**config.mk**
```make
export PLATFORM = sky130hd
export DESIGN_NAME = bus_ctrl_top
export DESIGN_NICKNAME = d
export VERILOG_FILES = /design/src/source/bus_ctrl_pkg.sv /design/src/source/key_debouncer.sv /design/src/source/write_data_bank.sv /design/src/source/session_fsm.sv /design/src/source/master_command_gen.sv /design/src/source/bus_ctrl_top.sv
export VERILOG_INCLUDE_DIRS = /design/src /design/src/source
export SDC_FILE = /design/constraint.sdc
export NUM_CORES = 1
export LEC_CHECK = 0
export BUFFER_PORTS_ARGS = -buffer_cell sky130_fd_sc_hd__buf_2
export CAP_MARGIN = 15
export CORE_MARGIN = 2
export CORE_UTILIZATION = 35
export DETAILED_ROUTE_END_ITERATION = 8
export HOLD_SLACK_MARGIN = 0.03
export PLACE_DENSITY_LB_ADDON = 0.3
export SETUP_SLACK_MARGIN = 0.1
export SYNTH_ARGS = -nofsm -noshare
export SYNTH_HDL_FRONTEND = slang
export SYNTH_HIERARCHICAL = 1
export SYNTH_SLANG_ARGS = --single-unit
```
**constraint.sdc**
```tcl
create_clock -name clk -period 12.29 [get_ports clk]
set_input_delay 1.8435 -clock clk [delete_from_list [all_inputs] [get_ports clk]]
set_output_delay 1.8435 -clock clk [all_outputs]
set_load 0.005 [all_outputs]
```
**src/source/bus_ctrl_consts.svh**
```systemverilog
`ifndef BUS_CTRL_CONSTS_SVH
`define BUS_CTRL_CONSTS_SVH

`define SW_WIDTH            18      // front-panel switch word
`define DATA_WIDTH          16      // master data word
`define ADDR_WIDTH          12      // log2 of the deepest slave
`define MASTER_COUNT        2

`define BANK_DEPTH          16      // externally entered words per master
`define BANK_ADDR_WIDTH     4

// slave depth table, slave ids 1 to 3
`define SLAVE_DEPTH_1       4096
`define SLAVE_DEPTH_2       4096
`define SLAVE_DEPTH_3       2048

`define CONFIG_CLK_COUNT    2       // cycles per config sub-state
`define COM_START_DELAY     3       // stagger between the two launch pulses
`define FIRST_START_MASTER  0

`define DEBOUNCE_CYCLES     8       // kept short for simulation

`endif

```
**src/source/bus_ctrl_pkg.sv**
```systemverilog
`include "bus_ctrl_consts.svh"

package bus_ctrl_pkg;

    typedef enum logic [3:0] {
        slave_select,
        rw_select,
        ext_write_select,
        ext_write_m0,
        ext_write_m01,
        ext_write_m1,
        start_addr_m0,
        start_addr_m1,
        length_m0,
        length_m1,
        configuring,
        comm_ready,
        communicating,
        comm_done
    } session_state_t;

    typedef enum logic [1:0] {
        cfg_start,
        cfg_middle,
        cfg_last,
        cfg_done
    } config_state_t;

    typedef logic [1:0] slave_id_t;  // 0 keeps the master idle

    // bits 1:0 double as the per-master flags in the rw and ext phases
    typedef struct packed {
        logic [`SW_WIDTH-2*`MASTER_COUNT-1:0] spare;
        slave_id_t [`MASTER_COUNT-1:0]         sid;
    } sw_sel_t;

    typedef struct packed {
        logic [`SW_WIDTH-`ADDR_WIDTH-1:0] spare;
        logic [`ADDR_WIDTH-1:0]           value;  // start address or length
    } sw_val_t;

    typedef union packed {
        sw_sel_t sel;
        sw_val_t val;
    } sw_word_t;

endpackage

```
**src/source/key_debouncer.sv**
```systemverilog
`timescale 1ns/1ns
`include "bus_ctrl_consts.svh"

module key_debouncer #(
    parameter int DELAY_CYCLES = `DEBOUNCE_CYCLES
) (
    input  logic clk,
    input  logic rstN,
    input  logic key_n,
    output logic press
);
    logic [1:0]                        sync;   // two-stage synchronizer
    logic                              held;   // debounced level, high while pressed
    logic [$clog2(DELAY_CYCLES)-1:0]   count;

    always_ff @(posedge clk or negedge rstN) begin
        if (!rstN) begin
            sync  <= 2'b11;
            held  <= 1'b0;
            count <= '0;
            press <= 1'b0;
        end else begin
            sync  <= {sync[0], key_n};
            press <= 1'b0;
            // key is active low, so equal values mean the raw key disagrees with held
            if (sync[1] == held) begin
                count <= count + 1'b1;
                if (count == DELAY_CYCLES - 1) begin
                    held  <= ~held;
                    count <= '0;
                    press <= ~held;  // pulse on the press edge only
                end
            end else begin
                count <= '0;
            end
        end
    end

endmodule

```
**src/source/write_data_bank.sv**
```systemverilog
`timescale 1ns/1ns
`include "bus_ctrl_consts.svh"

module write_data_bank (
    input  logic                        clk,
    input  logic                        we,
    input  logic                        wr_master,
    input  logic [`BANK_ADDR_WIDTH-1:0] wr_addr,
    input  logic [`DATA_WIDTH-1:0]      wr_data,
    input  logic                        rd_master,
    input  logic [`BANK_ADDR_WIDTH-1:0] rd_addr,
    output logic [`DATA_WIDTH-1:0]      rd_data
);
    logic [`DATA_WIDTH-1:0] mem [`MASTER_COUNT][`BANK_DEPTH];

    always_ff @(posedge clk) begin
        if (we) begin
            mem[wr_master][wr_addr] <= wr_data;
        end
        rd_data <= mem[rd_master][rd_addr];  // one cycle read latency
    end

endmodule

```
**src/source/session_fsm.sv**
```systemverilog
`timescale 1ns/1ns
`include "bus_ctrl_consts.svh"

module session_fsm import bus_ctrl_pkg::*; (
    input  logic                                       clk,
    input  logic                                       rstN,
    input  logic                                       step_press,
    input  logic                                       addr_press,
    input  sw_word_t                                   sw,
    input  logic                                       cfg_done,
    input  logic [`MASTER_COUNT-1:0]                   done_com,
    output session_state_t                             state,
    output slave_id_t [`MASTER_COUNT-1:0]              slave_id,
    output logic [`MASTER_COUNT-1:0]                   rd_wr,
    output logic [`MASTER_COUNT-1:0]                   in_ex,
    output logic [`MASTER_COUNT-1:0]                   burst,
    output logic [`MASTER_COUNT-1:0]                   eoc,
    output logic [`MASTER_COUNT-1:0][`ADDR_WIDTH-1:0]  first_addr,
    output logic [`MASTER_COUNT-1:0][`ADDR_WIDTH-1:0]  last_addr,
    output logic [`MASTER_COUNT-1:0][`BANK_ADDR_WIDTH:0] word_count,
    output logic                                       bank_we,
    output logic                                       bank_master,
    output logic [`BANK_ADDR_WIDTH-1:0]                bank_addr,
    output logic [`DATA_WIDTH-1:0]                     bank_data,
    output logic                                       cfg_go,
    output logic                                       launch
);
    logic [`MASTER_COUNT-1:0]       flags;
    logic                           ext_phase;
    logic [`BANK_ADDR_WIDTH-1:0]    wr_addr;
    logic                           val_master;  // master of the current address or length phase
    logic [`ADDR_WIDTH:0]           span_end;
    logic [`ADDR_WIDTH:0]           span_depth;
    logic [`ADDR_WIDTH:0]           span_last;
    logic                           all_done;

    function automatic logic [`ADDR_WIDTH:0] depth_of(slave_id_t id);
        case (id)
            2'd2:    return (`ADDR_WIDTH+1)'(`SLAVE_DEPTH_2);
            2'd3:    return (`ADDR_WIDTH+1)'(`SLAVE_DEPTH_3);
            default: return (`ADDR_WIDTH+1)'(`SLAVE_DEPTH_1);  // idle master keeps full range
        endcase
    endfunction

    assign flags       = sw.sel.sid[0];
    assign ext_phase   = state inside {ext_write_m0, ext_write_m01, ext_write_m1};
    assign bank_we     = ext_phase && (addr_press || step_press);
    assign bank_master = (state == ext_write_m1);
    assign bank_addr   = wr_addr;
    assign bank_data   = sw[`DATA_WIDTH-1:0];

    assign val_master = (state == start_addr_m1) || (state == length_m1);
    assign span_end   = {1'b0, first_addr[val_master]} + {1'b0, sw.val.value};
    assign span_depth = depth_of(slave_id[val_master]);
    assign span_last  = (span_end >= span_depth) ? span_depth - 1'b1 : span_end;

    // idle masters never report done, so they are skipped
    always_comb begin
        all_done = 1'b1;
        for (int m = 0; m < `MASTER_COUNT; m++) begin
            if (slave_id[m] != '0 && !done_com[m]) begin
                all_done = 1'b0;
            end
        end
    end

    always_ff @(posedge clk or negedge rstN) begin
        if (!rstN) begin
            state      <= slave_select;
            slave_id   <= '0;
            rd_wr      <= '0;
            in_ex      <= '0;
            burst      <= '0;
            eoc        <= '0;
            first_addr <= '0;
            last_addr  <= '0;
            word_count <= '0;
            wr_addr    <= '0;
            cfg_go     <= 1'b0;
            launch     <= 1'b0;
        end else begin
            cfg_go <= 1'b0;
            launch <= 1'b0;
            if (bank_we) begin
                wr_addr                 <= step_press ? '0 : wr_addr + 1'b1;
                word_count[bank_master] <= word_count[bank_master] + 1'b1;
                if (!step_press) begin
                    burst[bank_master] <= 1'b1;  // more than one word entered
                end
            end
            if (state == configuring && cfg_done) begin
                state <= comm_ready;
            end
            if (state == communicating && all_done) begin
                state <= comm_done;
            end
            if (step_press) begin
                case (state)
                    slave_select: begin
                        slave_id <= sw.sel.sid;
                        eoc      <= {`MASTER_COUNT{sw.sel.sid == '0}};
                        state    <= (sw.sel.sid == '0) ? comm_done : rw_select;
                    end
                    rw_select: begin
                        rd_wr <= flags;
                        state <= ext_write_select;
                    end
                    ext_write_select: begin
                        in_ex <= flags;
                        case (flags)
                            2'b01:   state <= ext_write_m0;
                            2'b10:   state <= ext_write_m1;
                            2'b11:   state <= ext_write_m01;
                            default: state <= start_addr_m0;
                        endcase
                    end
                    ext_write_m01:              state <= ext_write_m1;
                    ext_write_m0, ext_write_m1: state <= start_addr_m0;
                    start_addr_m0, start_addr_m1: begin
                        first_addr[val_master] <= sw.val.value;
                        state <= val_master ? length_m0 : start_addr_m1;
                    end
                    length_m0, length_m1: begin
                        last_addr[val_master] <= span_last[`ADDR_WIDTH-1:0];
                        state  <= val_master ? configuring : length_m1;
                        cfg_go <= val_master;
                    end
                    comm_ready: begin
                        launch <= 1'b1;
                        state  <= communicating;
                    end
                    default: ;  // presses are dropped elsewhere
                endcase
            end
        end
    end

endmodule

```
**src/source/master_command_gen.sv**
```systemverilog
`timescale 1ns/1ns
`include "bus_ctrl_consts.svh"

module master_command_gen import bus_ctrl_pkg::*; (
    input  logic                                         clk,
    input  logic                                         rstN,
    input  logic                                         cfg_go,
    input  logic                                         launch,
    input  logic [`MASTER_COUNT-1:0][`ADDR_WIDTH-1:0]    first_addr,
    input  logic [`MASTER_COUNT-1:0][`ADDR_WIDTH-1:0]    last_addr,
    input  logic [`MASTER_COUNT-1:0][`BANK_ADDR_WIDTH:0] word_count,
    input  logic [`MASTER_COUNT-1:0]                     in_ex,
    input  logic [`DATA_WIDTH-1:0]                       rd_data,
    output logic                                         rd_master,
    output logic [`BANK_ADDR_WIDTH-1:0]                  rd_addr,
    output logic [`MASTER_COUNT-1:0]                     start,
    output logic [`MASTER_COUNT-1:0][`ADDR_WIDTH-1:0]    address,
    output logic [`MASTER_COUNT-1:0][`DATA_WIDTH-1:0]    data,
    output logic                                         cfg_done
);
    config_state_t                              cstate;
    logic                                       cur;  // master being configured
    logic [$clog2(`CONFIG_CLK_COUNT+1)-1:0]     clk_cnt;
    logic [`BANK_ADDR_WIDTH-1:0]                word_idx;
    logic [`BANK_ADDR_WIDTH-1:0]                last_idx;
    logic                                       has_middle;
    logic                                       period_end;
    logic                                       issue;
    logic                                       launch_busy;
    logic [$clog2(`COM_START_DELAY+1)-1:0]      launch_cnt;

    assign rd_master  = cur;
    assign rd_addr    = word_idx;  // held for a whole period, so rd_data is valid at its end
    assign last_idx   = (in_ex[cur] && word_count[cur] != '0) ?
                        word_count[cur][`BANK_ADDR_WIDTH-1:0] - 1'b1 : '0;
    assign has_middle = in_ex[cur] && (word_count[cur] > 2);
    assign period_end = (clk_cnt == `CONFIG_CLK_COUNT - 1);
    assign issue      = period_end && (cstate != bus_ctrl_pkg::cfg_done);

    always_ff @(posedge clk) begin
        if (issue) begin
            data[cur] <= rd_data;
            if (cstate != cfg_middle) begin
                address[cur] <= (cstate == cfg_start) ? first_addr[cur] : last_addr[cur];
            end
        end
    end

    always_ff @(posedge clk or negedge rstN) begin
        if (!rstN) begin
            cstate      <= bus_ctrl_pkg::cfg_done;
            cur         <= 1'b0;
            clk_cnt     <= '0;
            word_idx    <= '0;
            start       <= '0;
            cfg_done    <= 1'b0;
            launch_busy <= 1'b0;
            launch_cnt  <= '0;
        end else begin
            start    <= '0;
            cfg_done <= 1'b0;
            clk_cnt  <= period_end ? '0 : clk_cnt + 1'b1;
            if (cfg_go) begin
                cstate   <= cfg_start;
                cur      <= 1'b0;
                clk_cnt  <= '0;
                word_idx <= '0;
            end else if (issue) begin
                case (cstate)
                    cfg_start: begin
                        start[cur] <= 1'b1;
                        word_idx   <= has_middle ? `BANK_ADDR_WIDTH'(1) : last_idx;
                        cstate     <= has_middle ? cfg_middle : cfg_last;
                    end
                    cfg_middle: begin
                        word_idx <= word_idx + 1'b1;
                        if (word_idx + 1'b1 == last_idx) begin
                            cstate <= cfg_last;
                        end
                    end
                    default: begin  // cfg_last
                        start[cur] <= 1'b1;
                        word_idx   <= '0;
                        if (cur == `MASTER_COUNT - 1) begin
                            cstate   <= bus_ctrl_pkg::cfg_done;
                            cfg_done <= 1'b1;
                        end else begin
                            cur    <= cur + 1'b1;
                            cstate <= cfg_start;
                        end
                    end
                endcase
            end
            // staggered launch of the two masters
            if (launch) begin
                start[`FIRST_START_MASTER] <= 1'b1;
                launch_busy                <= 1'b1;
                launch_cnt                 <= 1;
            end else if (launch_busy) begin
                launch_cnt <= launch_cnt + 1'b1;
                if (launch_cnt == `COM_START_DELAY) begin
                    start[`MASTER_COUNT-1-`FIRST_START_MASTER] <= 1'b1;
                    launch_busy                                <= 1'b0;
                end
            end
        end
    end

endmodule

```
**src/source/bus_ctrl_top.sv**
```systemverilog
`timescale 1ns/1ns
`include "bus_ctrl_consts.svh"

module bus_ctrl_top import bus_ctrl_pkg::*; (
    input  logic                                         clk,
    input  logic                                         rstN,
    input  logic [1:0]                                   key,  // 0 steps, 1 next address
    input  logic [`SW_WIDTH-1:0]                         sw,
    input  logic [`MASTER_COUNT-1:0]                     m_done_com,
    output logic [`MASTER_COUNT-1:0]                     m_start,
    output logic [`MASTER_COUNT-1:0][`ADDR_WIDTH-1:0]    m_address,
    output logic [`MASTER_COUNT-1:0][`DATA_WIDTH-1:0]    m_data,
    output slave_id_t [`MASTER_COUNT-1:0]                m_slave_id,
    output logic [`MASTER_COUNT-1:0]                     m_rd_wr,
    output logic [`MASTER_COUNT-1:0]                     m_in_ex,
    output logic [`MASTER_COUNT-1:0]                     m_burst,
    output logic [`MASTER_COUNT-1:0]                     m_eoc,
    output logic                                         led_idle,
    output logic                                         led_ready,
    output logic                                         led_busy,
    output logic                                         led_done
);
    logic                                         step_press;
    logic                                         addr_press;
    session_state_t                               state;
    logic [`MASTER_COUNT-1:0][`ADDR_WIDTH-1:0]    first_addr;
    logic [`MASTER_COUNT-1:0][`ADDR_WIDTH-1:0]    last_addr;
    logic [`MASTER_COUNT-1:0][`BANK_ADDR_WIDTH:0] word_count;
    logic                                         bank_we;
    logic                                         bank_master;
    logic [`BANK_ADDR_WIDTH-1:0]                  bank_addr;
    logic [`DATA_WIDTH-1:0]                       bank_data;
    logic                                         cfg_go;
    logic                                         launch;
    logic                                         cfg_done;
    logic                                         rd_master;
    logic [`BANK_ADDR_WIDTH-1:0]                  rd_addr;
    logic [`DATA_WIDTH-1:0]                       rd_data;

    key_debouncer #(.DELAY_CYCLES(`DEBOUNCE_CYCLES)) step_db (
        .clk, .rstN, .key_n(key[0]), .press(step_press)
    );

    key_debouncer #(.DELAY_CYCLES(`DEBOUNCE_CYCLES)) addr_db (
        .clk, .rstN, .key_n(key[1]), .press(addr_press)
    );

    session_fsm session_fsm_i (
        .clk, .rstN, .step_press, .addr_press, .sw, .cfg_done,
        .done_com(m_done_com), .state, .slave_id(m_slave_id), .rd_wr(m_rd_wr),
        .in_ex(m_in_ex), .burst(m_burst), .eoc(m_eoc), .first_addr, .last_addr,
        .word_count, .bank_we, .bank_master, .bank_addr, .bank_data, .cfg_go, .launch
    );

    write_data_bank write_data_bank_i (
        .clk, .we(bank_we), .wr_master(bank_master), .wr_addr(bank_addr),
        .wr_data(bank_data), .rd_master, .rd_addr, .rd_data
    );

    master_command_gen master_command_gen_i (
        .clk, .rstN, .cfg_go, .launch, .first_addr, .last_addr, .word_count,
        .in_ex(m_in_ex), .rd_data, .rd_master, .rd_addr, .start(m_start),
        .address(m_address), .data(m_data), .cfg_done
    );

    assign led_idle  = (state == slave_select);
    assign led_ready = (state == comm_ready);     // configured, waiting for launch
    assign led_busy  = (state == communicating);
    assign led_done  = (state == comm_done);

endmodule

```
# Word level (Yosys, flattened, before mapping)
# Memories as Yosys holds them, arrays and structs flattened.
# Cells that the tools add are included.
[op_classes]
addsub = 11
mul = 0
order_cmp = 11
n_eq_ne = 29
div_mod_pow = 0
bitwise_logic = 6
reduce_logical = 40
shift = 0
mux = 97
[op_table]
columns = ["op", "n"]
rows = [
  ["256-bit two-way mux", 1],
  ["12-bit two-way mux", 10],
  ["24-bit bitwise mux", 3],
  ["16-bit binary-select mux with 4-bit select", 1],
  ["16-bit demux with 4-bit select", 1],
  ["16-bit two-way mux", 4],
  ["4-bit two-way mux", 10],
  ["32-bit bitwise mux", 1],
  ["4-bit one-hot mux with 8 select lines", 1],
  ["1-bit two-way mux", 30],
  ["2-bit two-way mux", 15],
  ["5-bit two-way mux", 5],
  ["12-bit demux with 1-bit select", 2],
  ["4-bit equality test, second input constant", 6],
  ["2-bit AND reduction", 11],
  ["16-bit demux with 1-bit select", 1],
  ["4-bit by 3-bit equality test with 1-bit output, second input constant", 4],
  ["12-bit by 12-bit adder with 13-bit output", 1],
  ["13-bit greater-or-equal comparator", 1],
  ["13-bit two-way mux", 1],
  ["1-bit logical AND", 12],
  ["3-bit two-way mux", 4],
  ["12-bit by 1-bit subtractor with 12-bit output, second input constant", 1],
  ["10-bit bitwise mux", 1],
  ["37 further kinds", 67],
]
[totals]
mem_count = 1
mem_bits_ro = 0
latch_bits = 0
output_inout_bits = 74
ram_bits = 512
register_bits = 180
[memory_table]
columns = ["memory", "words", "width", "rd", "rd_ports_with_merged_regs", "write_ports", "line", "rtl"]
rows = [
  ["write_data_bank_i.mem", 2, 256, 1, 0, 1, "write_data_bank.sv:14", "logic [`DATA_WIDTH-1:0] mem [`MASTER_COUNT][`BANK_DEPTH];"],
]

# Depth between registers and ports, before layout
# Gate-level depths: netlist of the first run.
[logic_depth]
ltp_word = 10
depth_mapped = 23
depth_no_buf = 20

# Hierarchy
# The synthesis of the first run kept the hierarchy.
[modules_own_cells]
columns = ["module", "seq_area_each_um2", "n_inst", "cells_per_inst", "area_each_um2"]
rows = [
  ["write_data_bank", 15695.1, 1, 1143, 20535.9],
  ["session_fsm", 1976.9, 1, 394, 4196.5],
  ["master_command_gen", 2059.5, 1, 172, 2949.1],
  ["key_debouncer", 177.7, 2, 16, 252.7],
  ["bus_ctrl_top", 0.0, 1, 4, 46.3],
]

# Worst setup path after synthesis of the first run
# Ideal clock, no wire load.
[synth_path]
path_kind = "input to register"
startpoint = "input sw[0]"
endpoint = "register session_fsm_i/last_addr[23] (netlist name)"
n_path_buf = 0
stages = 16
arrival_time_ps = 4810
path_slack_ps = 7402
t_required_ps = 12212
cell_sequence = "ha_1 -> inv_1 -> fa_1 -> nand2b_1 -> a21oi_2 -> nor4_1 -> o21ai_1 -> a21oi_1 -> o21bai_1 -> ha_1 -> and4_1 -> o2111a_1 -> nand4b_4 -> nor4_4 -> mux2_1 -> a21oi_1"
[synth_between]
elab_chain_len = 4
[synth_rtl]
columns = ["item", "line", "rtl"]
rows = [
  ["start, declared", "bus_ctrl_top.sv:8", "input logic [`SW_WIDTH-1:0] sw,"],
  ["12-bit by 12-bit adder with 13-bit output (*)", "session_fsm.sv:53", "assign span_end = {1'b0, first_addr[val_master]} + {1'b0, sw.val.value};"],
  ["13-bit greater-or-equal comparator", "session_fsm.sv:55", "assign span_last = (span_end >= span_depth) ? span_depth - 1'b1 : span_end;"],
  ["12-bit two-way mux (*)", "session_fsm.sv:55", ""],
  ["24-bit bitwise mux (*)", "session_fsm.sv:124", "last_addr[val_master] <= span_last[`ADDR_WIDTH-1:0];"],
  ["end signal, assigned by index", "session_fsm.sv:124", ""],
  ["end, declared", "session_fsm.sv:19", "output logic [`MASTER_COUNT-1:0][`ADDR_WIDTH-1:0] last_addr,"],
]
# Mark *: on every way between the ends. The rest lies on a longest branch, timed or not.
# A chain may end at the register's enable or synchronous reset.

# Worst setup path in the final report of the first run
[layout_path]
startpoint = "input sw[1]"
endpoint = "register session_fsm_i/last_addr[11] (netlist name)"
# The elaborated chain is that of the path after synthesis.

==> run_summary.xml, run 1 <==
<?xml version="1.0" encoding="UTF-8"?>
<metrics>
  <group name="final_layout">
    <metric name="final_net_count" unit="">1909</metric>
    <metric name="post_route_cells_drive_above_1_share" unit="%">17.84</metric>
    <metric name="layout-area-overhead-vs-synth" unit="%">13.29</metric>
    <metric name="filler_cell_count" unit="">7340</metric>
    <metric name="layout.cell_area.non_filler" unit="um^2">31990</metric>
  </group>
  <group name="setup_path">
    <metric name="crit_path_start_kind" unit="">primary input</metric>
    <metric name="largest_stage_delay_on_the_critical_path" unit="ns">0.63</metric>
    <metric name="crit_arrival" unit="ns">6.15</metric>
    <metric name="worst_ep_required_time" unit="ns">12.81</metric>
    <metric name="cp-end-kind" unit="">flip-flop</metric>
    <metric name="critPathKind" unit="">primary input to flip-flop</metric>
    <metric name="worstRegToRegCells" unit="">20</metric>
    <metric name="r2r_slack" unit="ns">6.81</metric>
    <metric name="crit-reg2reg-capture" unit="">session_fsm_i/last_addr[11]</metric>
    <metric name="path_max_fanout" unit="">38</metric>
    <metric name="worstReg2RegStart" unit="">session_fsm_i/state[2]</metric>
    <metric name="crit_chain" unit="">buf_2 &gt; inv_1 &gt; fa_1 &gt; nand2b_1 &gt; a21oi_2 &gt; nor4_1 &gt; o21ai_1 &gt; a21oi_1 &gt; o21bai_1 &gt; ha_1 &gt; and4_1 &gt; o2111a_1 &gt; nand4b_4 &gt; nor4_4 &gt; mux2_1 &gt; a21oi_1</metric>
    <metric name="cpMaxStageDelayCell" unit="">buf_2</metric>
    <metric name="cp_common_cell" unit="">a21oi_1</metric>
  </group>
  <group name="global_routing">
    <metric name="grt_max_degree" unit="">137</metric>
    <metric name="vias_in_the_first_global_route" unit="">15211</metric>
    <metric name="grt_pass1_wl" unit="mm">95.77</metric>
    <metric name="gr-usage-all-layers" unit="%">15.52</metric>
    <metric name="number_of_antenna_violations_at_the_first_check_in_global_routing" unit="">1</metric>
    <metric name="gr-total-overflow" unit="">0</metric>
  </group>
  <group name="timing">
    <metric name="skew" unit="ns">0.02026</metric>
    <metric name="final-max-slew-violation-count" unit="">0</metric>
    <metric name="setup_total_negative_slack" unit="ns">0</metric>
    <metric name="grt_setup_unrepaired" unit="">no</metric>
    <metric name="timing.fmax" unit="GHz">0.1779</metric>
    <metric name="report.final.setup_viol" unit="">0</metric>
    <metric name="fin_crit_sh" unit="%">45.74</metric>
    <metric name="period_minus_slack" unit="ns">5.621</metric>
    <metric name="final_hold_viol_count" unit="">0</metric>
    <metric name="tightest_slew" unit="ns">1.120</metric>
    <metric name="relSlewSlack" unit="%">25.17</metric>
  </group>
  <group name="drt">
    <metric name="first_pass_iters" unit="">5</metric>
    <metric name="met1_length" unit="mm">30.01</metric>
    <metric name="via_count_of_the_routed_design" unit="">15298</metric>
    <metric name="detail_route.vias_per_cell" unit="">5.142</metric>
    <metric name="drc" unit="">0</metric>
    <metric name="ant_nets" unit="">0</metric>
    <metric name="met3_wirelength" unit="mm">3.005</metric>
    <metric name="route.final.wire_length" unit="mm">64.65</metric>
    <metric name="uppermost_layer_routed" unit="">met4</metric>
    <metric name="detailedRoute.firstIterationViolations" unit="">1292</metric>
    <metric name="met2RoutedLength" unit="mm">30.08</metric>
    <metric name="routed_wire_length_per_instance" unit="um">21.73</metric>
  </group>
  <group name="floorplan">
    <metric name="io_pins" unit="">98</metric>
    <metric name="row_count" unit="">104</metric>
    <metric name="die_area" unit="um^2">82960</metric>
    <metric name="core_area" unit="um^2">80160</metric>
    <metric name="horiz_die_dim" unit="um">288.0</metric>
    <metric name="die_height" unit="um">288.0</metric>
    <metric name="initial_utilization" unit="%">35.22</metric>
  </group>
  <group name="synth">
    <metric name="post_synth_fa_ha_maj_area_fraction" unit="%">1.312</metric>
    <metric name="synth.mux.area_fraction" unit="%">12.37</metric>
    <metric name="avgSynthCellArea" unit="um^2">16.18</metric>
    <metric name="ys_seq_elements" unit="">692</metric>
    <metric name="synth_compound_area_share" unit="%">6.014</metric>
    <metric name="simple_gate_fraction_of_synth_area" unit="%">5.411</metric>
    <metric name="yosysSeqAreaShare" unit="%">71.15</metric>
    <metric name="synthXorXnorAreaFrac" unit="%">0.8066</metric>
    <metric name="synth_top_cells_by_count" unit="">568 x edfxtp_1, 262 x mux2i_1, 102 x dfrtp_1</metric>
    <metric name="post-synth-top-count-cell" unit="">edfxtp_1</metric>
    <metric name="post_synth_num_cell_types" unit="">77</metric>
    <metric name="largest_family_of_logic_cells_by_synthesized_area" unit="">multiplexers</metric>
    <metric name="ys.warnings.count" unit="">6</metric>
    <metric name="yosysTopAreaCell" unit="">edfxtp_1</metric>
    <metric name="syn_inst" unit="">1745</metric>
    <metric name="postSynthNetCount" unit="">1798</metric>
    <metric name="synthesis.area" unit="um^2">28230</metric>
    <metric name="synth-edff-count" unit="">568</metric>
    <metric name="synth.top_cell.area_share" unit="%">60.41</metric>
    <metric name="synth_flop_cell" unit="">edfxtp_1</metric>
    <metric name="post_synth_main_area_contributors" unit="">edfxtp_1 60%, mux2i_1 9.3%, dfrtp_1 9.0%, mux2_2 2.0%, a22oi_1 1.8%</metric>
    <metric name="async_sr_flop_fraction" unit="%">15.61</metric>
  </group>
  <group name="placed_design">
    <metric name="buffers_on_ports" unit="">95</metric>
    <metric name="dpl_cell_area" unit="um^2">29700</metric>
    <metric name="detailed_place_hpwl" unit="mm">37.06</metric>
    <metric name="finalWeightedCongestion" unit="">0.8077</metric>
  </group>
  <group name="clocking">
    <metric name="clock_tree_from_tritoncts" unit="">built</metric>
    <metric name="number_of_clock_buffers_inserted_by_tritoncts" unit="">71</metric>
    <metric name="hold_buffers_post_cts" unit="">0</metric>
    <metric name="clk-insertion-delay-late" unit="ns">0.61</metric>
    <metric name="cts.sink_count" unit="">692</metric>
    <metric name="cts_repair_resize_count" unit="">0</metric>
    <metric name="htreeDepth" unit="">3</metric>
    <metric name="clk_root_buffer_cell" unit="">clkbuf_16</metric>
    <metric name="worst_setup_hold_path_clk_slew" unit="ns">0.06</metric>
    <metric name="cts_buffer_depth" unit="">3</metric>
    <metric name="post_cts_setup_inserts" unit="">0</metric>
  </group>
  <group name="worst_hold_path">
    <metric name="hold_end" unit="">step_db/sync[1]</metric>
    <metric name="min_path_type" unit="">flip-flop to flip-flop</metric>
    <metric name="hold_path.startpoint" unit="">step_db/sync[0]</metric>
    <metric name="min_path_cells" unit="">0</metric>
  </group>
  <group name="power">
    <metric name="total_power" unit="W">0.005508</metric>
    <metric name="max-vdd-ir-drop" unit="V">0.0001557</metric>
    <metric name="powerDensity" unit="nW/um^2">172.2</metric>
    <metric name="static-leakage-power" unit="nW">12.83</metric>
  </group>
  <group name="status">
    <metric name="outcome" unit="">completed</metric>
  </group>
  <group name="run">
    <metric name="maxCapViolCount" unit="">0</metric>
  </group>
</metrics>
-- registers in the layout, summed over array words and instances (netlist names), 2 cells and up --
register / cells
session_fsm_i/bank_addr: 4
session_fsm_i/slave_id: 4
master_command_gen_i/cstate: 2
session_fsm_i/first_addr: 24
session_fsm_i/state: 4
session_fsm_i/word_count: 10
write_data_bank_i/mem: 512
write_data_bank_i/rd_data: 16
session_fsm_i/rd_wr: 2
session_fsm_i/burst: 2
master_command_gen_i/rd_addr: 4
step_db/sync: 2
addr_db/sync: 2
addr_db/count: 3
master_command_gen_i/clk_cnt: 2
master_command_gen_i/start: 2
session_fsm_i/in_ex: 2
master_command_gen_i/launch_cnt: 2
master_command_gen_i/address: 24
step_db/count: 3
master_command_gen_i/data: 32
session_fsm_i/last_addr: 24
-- where the power goes --
part,internal (W),switching (W),total (W)
combinational,0.000204,0.000508,0.000712
clock,0.00125,0.000861,0.00211
sequential,0.00263,0.0000554,0.00268
total,0.00408,0.00142,0.00551
-- placed cells by master (no fill, tap or decap), drive strengths merged, types with 5 or more instances in the layout --
cell    synthesis  routed
nand2b         10      10
inv            18      22
nand2          58      58
a22oi          66      66
a31oi          32      32
dfstp           6       6
mux2           50      50
buf            77     144
dfrtp         102     102
o21ai          20      20
edfxtp        568     568
bufinv          0       6
nor2b           6       6
nor4            6       6
xor2           13      13
a21oi          64      64
nor2           84      84
xnor2          13      13
clkbuf         29      99
or2             5       5
nand3b          6       6
clkinv          0      18
mux4           12      12
nand3          45      45
dfxtp          16      16
a21o            6       6
ha             28      28
or3             5       5
a22o           32      32
nor3           31      31
and2            8       8
nand4          21      21
mux2i         264     264
-- critical path, delay by kind of cell --
family,cells,cell delay (ns)
AOI/OAI and AO/OA,6,1.13
and+or+nand+nor,5,1.10
buffers and inverters,2,0.94
adders and majority gates,2,0.71
muxes,1,0.39
-- worst max-delay path by stage --
stage,from,to,depth (start not counted)
after detailed placement,sw[1],session_fsm_i/last_addr[11],16
after CTS,sw[1],session_fsm_i/last_addr[11],16
final,sw[1],session_fsm_i/last_addr[11],16
after global placement,sw[1],session_fsm_i/last_addr[11],16
after floorplan,sw[0],session_fsm_i/last_addr[23],16
after global routing,sw[1],session_fsm_i/last_addr[11],16
-- metrics by stage --
stage | util [%] | setup slack, ns | cells | hold slack, ns
6_report | 39.90 | 6.669 | 2975 | 0.3569
4_1_cts | 39.89 | 6.700 | 2971 | 0.3583
5_1_grt | 39.89 | 6.456 | 2971 | 0.3592
3_5_place_dp | 37.05 | 6.102 | 2843 | 0.3495
2_1_floorplan | - | 7.402 | 1745 | 0.3452
3_3_place_gp | 37.05 | 6.211 | 2843 | 0.3468
-- area by class of cell --
type	count	area, um^2	share of cell area [%]
sequential	692	20090	62.81
timing repair buffer	144	858.3	2.683
tap	1060	1326	4.146
antenna	4	10.01	0.03129
clock buffer	99	1976	6.177
clock inverter	29	300.3	0.9388
inverter	18	67.56	0.2112
multi-input combinational	929	7357	23.00
-- metal layers --
layer / track usage [%] / vias up
met4: 4.715 / 0
met1: 21.87 / 7856
li1: - / 6991
met5: 0 / -
met2: 24.53 / 365
met3: 2.694 / 86
-- kinds of logic after synthesis --
| kind of cell | count (synthesis) |
|---|---|
| simple gates | 300 |
| mux | 326 |
| compound gates | 248 |
| xor+xnor | 26 |
| buf+inv | 124 |
| flops | 692 |
| fa+ha+maj | 29 |
Note: power is estimated with default switching activity, not from simulation.
==> inputs of run 2 (changes only) <==
- ABC_AREA: not set -> 1
- clock period: 12.29 -> 5.05 ns (I/O delays scaled with it)
==> run 2 against run 1 <==
Compared with the run above: design area grew 4.4%; sequential power is 140% higher; critical path depth increased by 8; synthesized cell count grew 57%; highest routed layer unchanged; total power up 150%; synthesized area increased by 5.4%; via count grew 27%; worst hold slack worse by 0.087 ns; clock skew rose by 0.0063 ns; register-to-register slack worse by 6.1 ns; sequential share of layout area down 2.7 points; combinational power grew to 3.0 times the previous value.
==> run_summary.xml, run 2 <==
<?xml version="1.0" encoding="UTF-8"?>
<metrics>
  <group name="placed_design">
    <metric name="buffers_on_ports" unit="">95</metric>
    <metric name="dpl_cell_area" unit="um^2">31220</metric>
    <metric name="post-place-ws" unit="ns">0.7534</metric>
    <metric name="finalWeightedCongestion" unit="">0.8429</metric>
    <metric name="detailed_place_hpwl" unit="mm">43.10</metric>
  </group>
  <group name="synth">
    <metric name="ys.warnings.count" unit="">6</metric>
    <metric name="async_sr_flop_fraction" unit="%">15.61</metric>
    <metric name="synth.top_cell.area_share" unit="%">57.34</metric>
    <metric name="syn_inst" unit="">2738</metric>
    <metric name="post-synth-top-count-cell" unit="">nand2_1</metric>
    <metric name="yosysTopAreaCell" unit="">edfxtp_1</metric>
    <metric name="postSynthNetCount" unit="">2791</metric>
    <metric name="synth_top_cells_by_count" unit="">945 x nand2_1, 568 x edfxtp_1, 417 x nand3_1</metric>
    <metric name="synthesis.area" unit="um^2">29750</metric>
    <metric name="ys_seq_elements" unit="">692</metric>
    <metric name="yosysSeqAreaShare" unit="%">67.52</metric>
    <metric name="synth_flop_cell" unit="">edfxtp_1</metric>
    <metric name="post_synth_num_cell_types" unit="">54</metric>
    <metric name="synth-edff-count" unit="">568</metric>
    <metric name="avgSynthCellArea" unit="um^2">10.86</metric>
    <metric name="post_synth_main_area_contributors" unit="">edfxtp_1 57%, nand2_1 12%, dfrtp_1 8.6%, nand3_1 7.0%, inv_1 1.5%</metric>
  </group>
  <group name="run">
    <metric name="maxCapViolCount" unit="">0</metric>
  </group>
  <group name="setup_path">
    <metric name="r2r_slack" unit="ns">0.71</metric>
    <metric name="crit_arrival" unit="ns">4.84</metric>
    <metric name="critPathKind" unit="">flip-flop to flip-flop</metric>
    <metric name="cp-end-kind" unit="">flip-flop</metric>
    <metric name="timing.critical_path.to" unit="">session_fsm_i/last_addr[11]</metric>
    <metric name="crit_path_start_kind" unit="">flip-flop</metric>
    <metric name="crit_start" unit="">session_fsm_i/state[1]</metric>
    <metric name="path_max_fanout" unit="">21</metric>
    <metric name="worstRegToRegCells" unit="">24</metric>
    <metric name="worstReg2RegStart" unit="">session_fsm_i/state[1]</metric>
    <metric name="worst_ep_required_time" unit="ns">5.55</metric>
    <metric name="crit-reg2reg-capture" unit="">session_fsm_i/last_addr[11]</metric>
  </group>
  <group name="clocking">
    <metric name="htreeDepth" unit="">3</metric>
    <metric name="hold_buffers_post_cts" unit="">0</metric>
    <metric name="cts_repair_resize_count" unit="">0</metric>
    <metric name="clk-insertion-delay-late" unit="ns">0.61</metric>
    <metric name="post_cts_setup_inserts" unit="">0</metric>
    <metric name="cts.sink_count" unit="">692</metric>
    <metric name="cts_buffer_depth" unit="">3</metric>
    <metric name="number_of_clock_buffers_inserted_by_tritoncts" unit="">71</metric>
    <metric name="clk_root_buffer_cell" unit="">clkbuf_16</metric>
    <metric name="clock_tree_from_tritoncts" unit="">built</metric>
    <metric name="worst_setup_hold_path_clk_slew" unit="ns">0.06</metric>
  </group>
  <group name="global_routing">
    <metric name="grt_most_used_layer" unit="">met2</metric>
    <metric name="grt_pass1_wl" unit="mm">113.8</metric>
    <metric name="grt.met1_usage" unit="%">23.34</metric>
    <metric name="number_of_antenna_violations_at_the_first_check_in_global_routing" unit="">2</metric>
    <metric name="global_route.usage.met3" unit="%">2.413</metric>
    <metric name="grt_use_met2" unit="%">28.46</metric>
    <metric name="vias_in_the_first_global_route" unit="">18621</metric>
    <metric name="gr-total-overflow" unit="">0</metric>
    <metric name="gr-usage-all-layers" unit="%">17.11</metric>
    <metric name="grt_max_degree" unit="">189</metric>
  </group>
  <group name="power">
    <metric name="max-vdd-ir-drop" unit="V">0.0002894</metric>
    <metric name="clockPowerShare" unit="%">36.3</metric>
    <metric name="p_int" unit="W">0.009779</metric>
    <metric name="total_switching_power" unit="W">0.003796</metric>
    <metric name="static-leakage-power" unit="nW">12.92</metric>
    <metric name="comb_power_share" unit="%">15.7</metric>
    <metric name="power.share.switching" unit="%">27.96</metric>
    <metric name="powerDensity" unit="nW/um^2">406.4</metric>
    <metric name="share_seq_of_total_power" unit="%">48.0</metric>
  </group>
  <group name="floorplan">
    <metric name="row_count" unit="">106</metric>
    <metric name="die_area" unit="um^2">87340</metric>
    <metric name="horiz_die_dim" unit="um">295.5</metric>
    <metric name="initial_utilization" unit="%">35.43</metric>
    <metric name="core_area" unit="um^2">83950</metric>
    <metric name="io_pins" unit="">98</metric>
    <metric name="die_height" unit="um">295.5</metric>
  </group>
  <group name="final_layout">
    <metric name="largest_reg_flops" unit="">512</metric>
    <metric name="top_register" unit="">write_data_bank_i/mem</metric>
    <metric name="post_route_cells_drive_above_1_share" unit="%">12.80</metric>
    <metric name="final_net_count" unit="">2873</metric>
    <metric name="most-common-layout-cells" unit="">945 x nand2_1, 568 x edfxtp_1, 417 x nand3_1</metric>
    <metric name="largest_registers_in_the_final_layout" unit="">write_data_bank_i/mem x512, master_command_gen_i/data x32</metric>
    <metric name="layout.cell_area.non_filler" unit="um^2">33400</metric>
    <metric name="layout-area-overhead-vs-synth" unit="%">12.29</metric>
    <metric name="filler_cell_count" unit="">8142</metric>
    <metric name="antennaDiodeCount" unit="">0</metric>
    <metric name="final_common_cell" unit="">nand2_1</metric>
  </group>
  <group name="timing">
    <metric name="timing.fmax" unit="GHz">0.2304</metric>
    <metric name="report.final.setup_viol" unit="">0</metric>
    <metric name="final.setup.worst_slack" unit="ns">0.7098</metric>
    <metric name="final_hold_viol_count" unit="">0</metric>
    <metric name="setup_total_negative_slack" unit="ns">0</metric>
    <metric name="tightest_slew" unit="ns">1.154</metric>
    <metric name="skew" unit="ns">0.02653</metric>
    <metric name="final-max-slew-violation-count" unit="">0</metric>
    <metric name="period_minus_slack" unit="ns">4.340</metric>
    <metric name="relSlewSlack" unit="%">22.52</metric>
    <metric name="grt_setup_unrepaired" unit="">no</metric>
    <metric name="fin_crit_sh" unit="%">85.94</metric>
  </group>
  <group name="drt">
    <metric name="drc" unit="">0</metric>
    <metric name="routed_wire_length_per_instance" unit="um">18.68</metric>
    <metric name="via_count_of_the_routed_design" unit="">19466</metric>
    <metric name="route.final.wire_length" unit="mm">74.92</metric>
    <metric name="ant_nets" unit="">0</metric>
    <metric name="first_pass_iters" unit="">5</metric>
    <metric name="detailedRoute.firstIterationViolations" unit="">1613</metric>
    <metric name="detail_route.vias_per_cell" unit="">4.854</metric>
  </group>
  <group name="status">
    <metric name="outcome" unit="">completed</metric>
  </group>
  <group name="worst_hold_path">
    <metric name="min_path_type" unit="">primary input to async pin</metric>
  </group>
</metrics>
[run 2: cell count changes after synthesis, moves of 25 or more]
cell and delta:
a21oi_1 -26, a22o_1 -31, a22oi_1 -66, a31oi_1 -31, buf_2 +46, inv_1 +101
mux2_2 -41, mux2i_1 -261, nand2_1 +887, nand2_2 +25, nand3_1 +372, nor2_1 +26
o21ai_0 +45
[run 2: metrics by stage]
stage	cells	power [W]	utilization [%]	hold slack, ns
final	4010	0.01358	39.79	0.2698
after global routing	4010	0.01415	39.79	0.2307
after CTS	4009	0.01372	39.77	0.2318
after detailed placement	3880	0.008789	37.19	0.3473
after global placement	3879	0.008765	37.18	0.3457
after floorplan	2738	0.008035	-	0.3452
[run 2: worst max-delay path, stage by stage, from the launching register on]
cell	delay, ns
dfrtp_1	0.57
nand2_1	0.18
o21ai_2	0.40
buf_4	0.30
nor2_1	0.06
a21oi_1	0.14
ha_1	0.29
inv_1	0.12
o21bai_1	0.07
nor2_1	0.19
nand3_2	0.12
a21oi_1	0.16
o21bai_1	0.09
ha_1	0.31
nand4_1	0.11
nor2_2	0.09
nand3_1	0.07
nor2_1	0.12
nand3_2	0.08
nor2_2	0.11
nand2_2	0.08
nand2_4	0.27
nand2_1	0.12
nand3_1	0.09
nand2_1	0.06
[run 2: how the worst min path moves through the flow]
stage / start / to / slack, ns / cells after the start
floorplan: addr_db/sync[0] / addr_db/sync[1] / 0.35 / 0
global placement: step_db/sync[0] / step_db/sync[1] / 0.35 / 0
detailed placement: addr_db/sync[0] / addr_db/sync[1] / 0.35 / 0
CTS: key[1] / addr_db/sync[0] / 0.23 / 1
global route: key[1] / addr_db/sync[0] / 0.23 / 1
finish: rstN / session_fsm_i/last_addr[13] / 0.27 / 1
[run 2: power by group through the flow]
stage               Combinational [W]  Sequential, W  Clock, W
global placement              0.00213        0.00664         0
CTS                           0.00216        0.00652   0.00504
finish                        0.00213        0.00652   0.00492
global route                  0.00236        0.00653   0.00526
detailed placement            0.00215        0.00664         0
floorplan                     0.00148        0.00656         0
[run 2: cell type report]
cell class                      count  area [um^2]  area share [%]
Timing Repair Buffer              160         1023           3.064
Clock inverter                     25        166.4          0.4982
Tap cell                         1134         1419           4.248
Multi-Input combinational cell   1761         8178           24.48
Sequential cell                   692        20100           60.16
Clock buffer                      104         2003           5.997
Inverter                          134        518.0           1.551
[run 2: per-layer routing]
metal  share of wire, %  up-vias  wire length [um]
met2                 48      471             36010
met1                 45     9411             33510
li1                   -     9478                 -
met5                  0        -                 0
met4                2.5        0              1895
met3                4.7      106              3503
[run 2: cell families after synthesis]
family / count (synthesis) / share of synthesized area [%]
DFF: 692 / 67.52
adders and majority gates: 29 / 1.245
xor gates and xnor gates: 8 / 0.2355
muxes: 9 / 0.3365
AOI/OAI and AO/OA: 162 / 3.167
and+or+nand+nor: 1553 / 22.33
buffers and inverters: 285 / 5.161
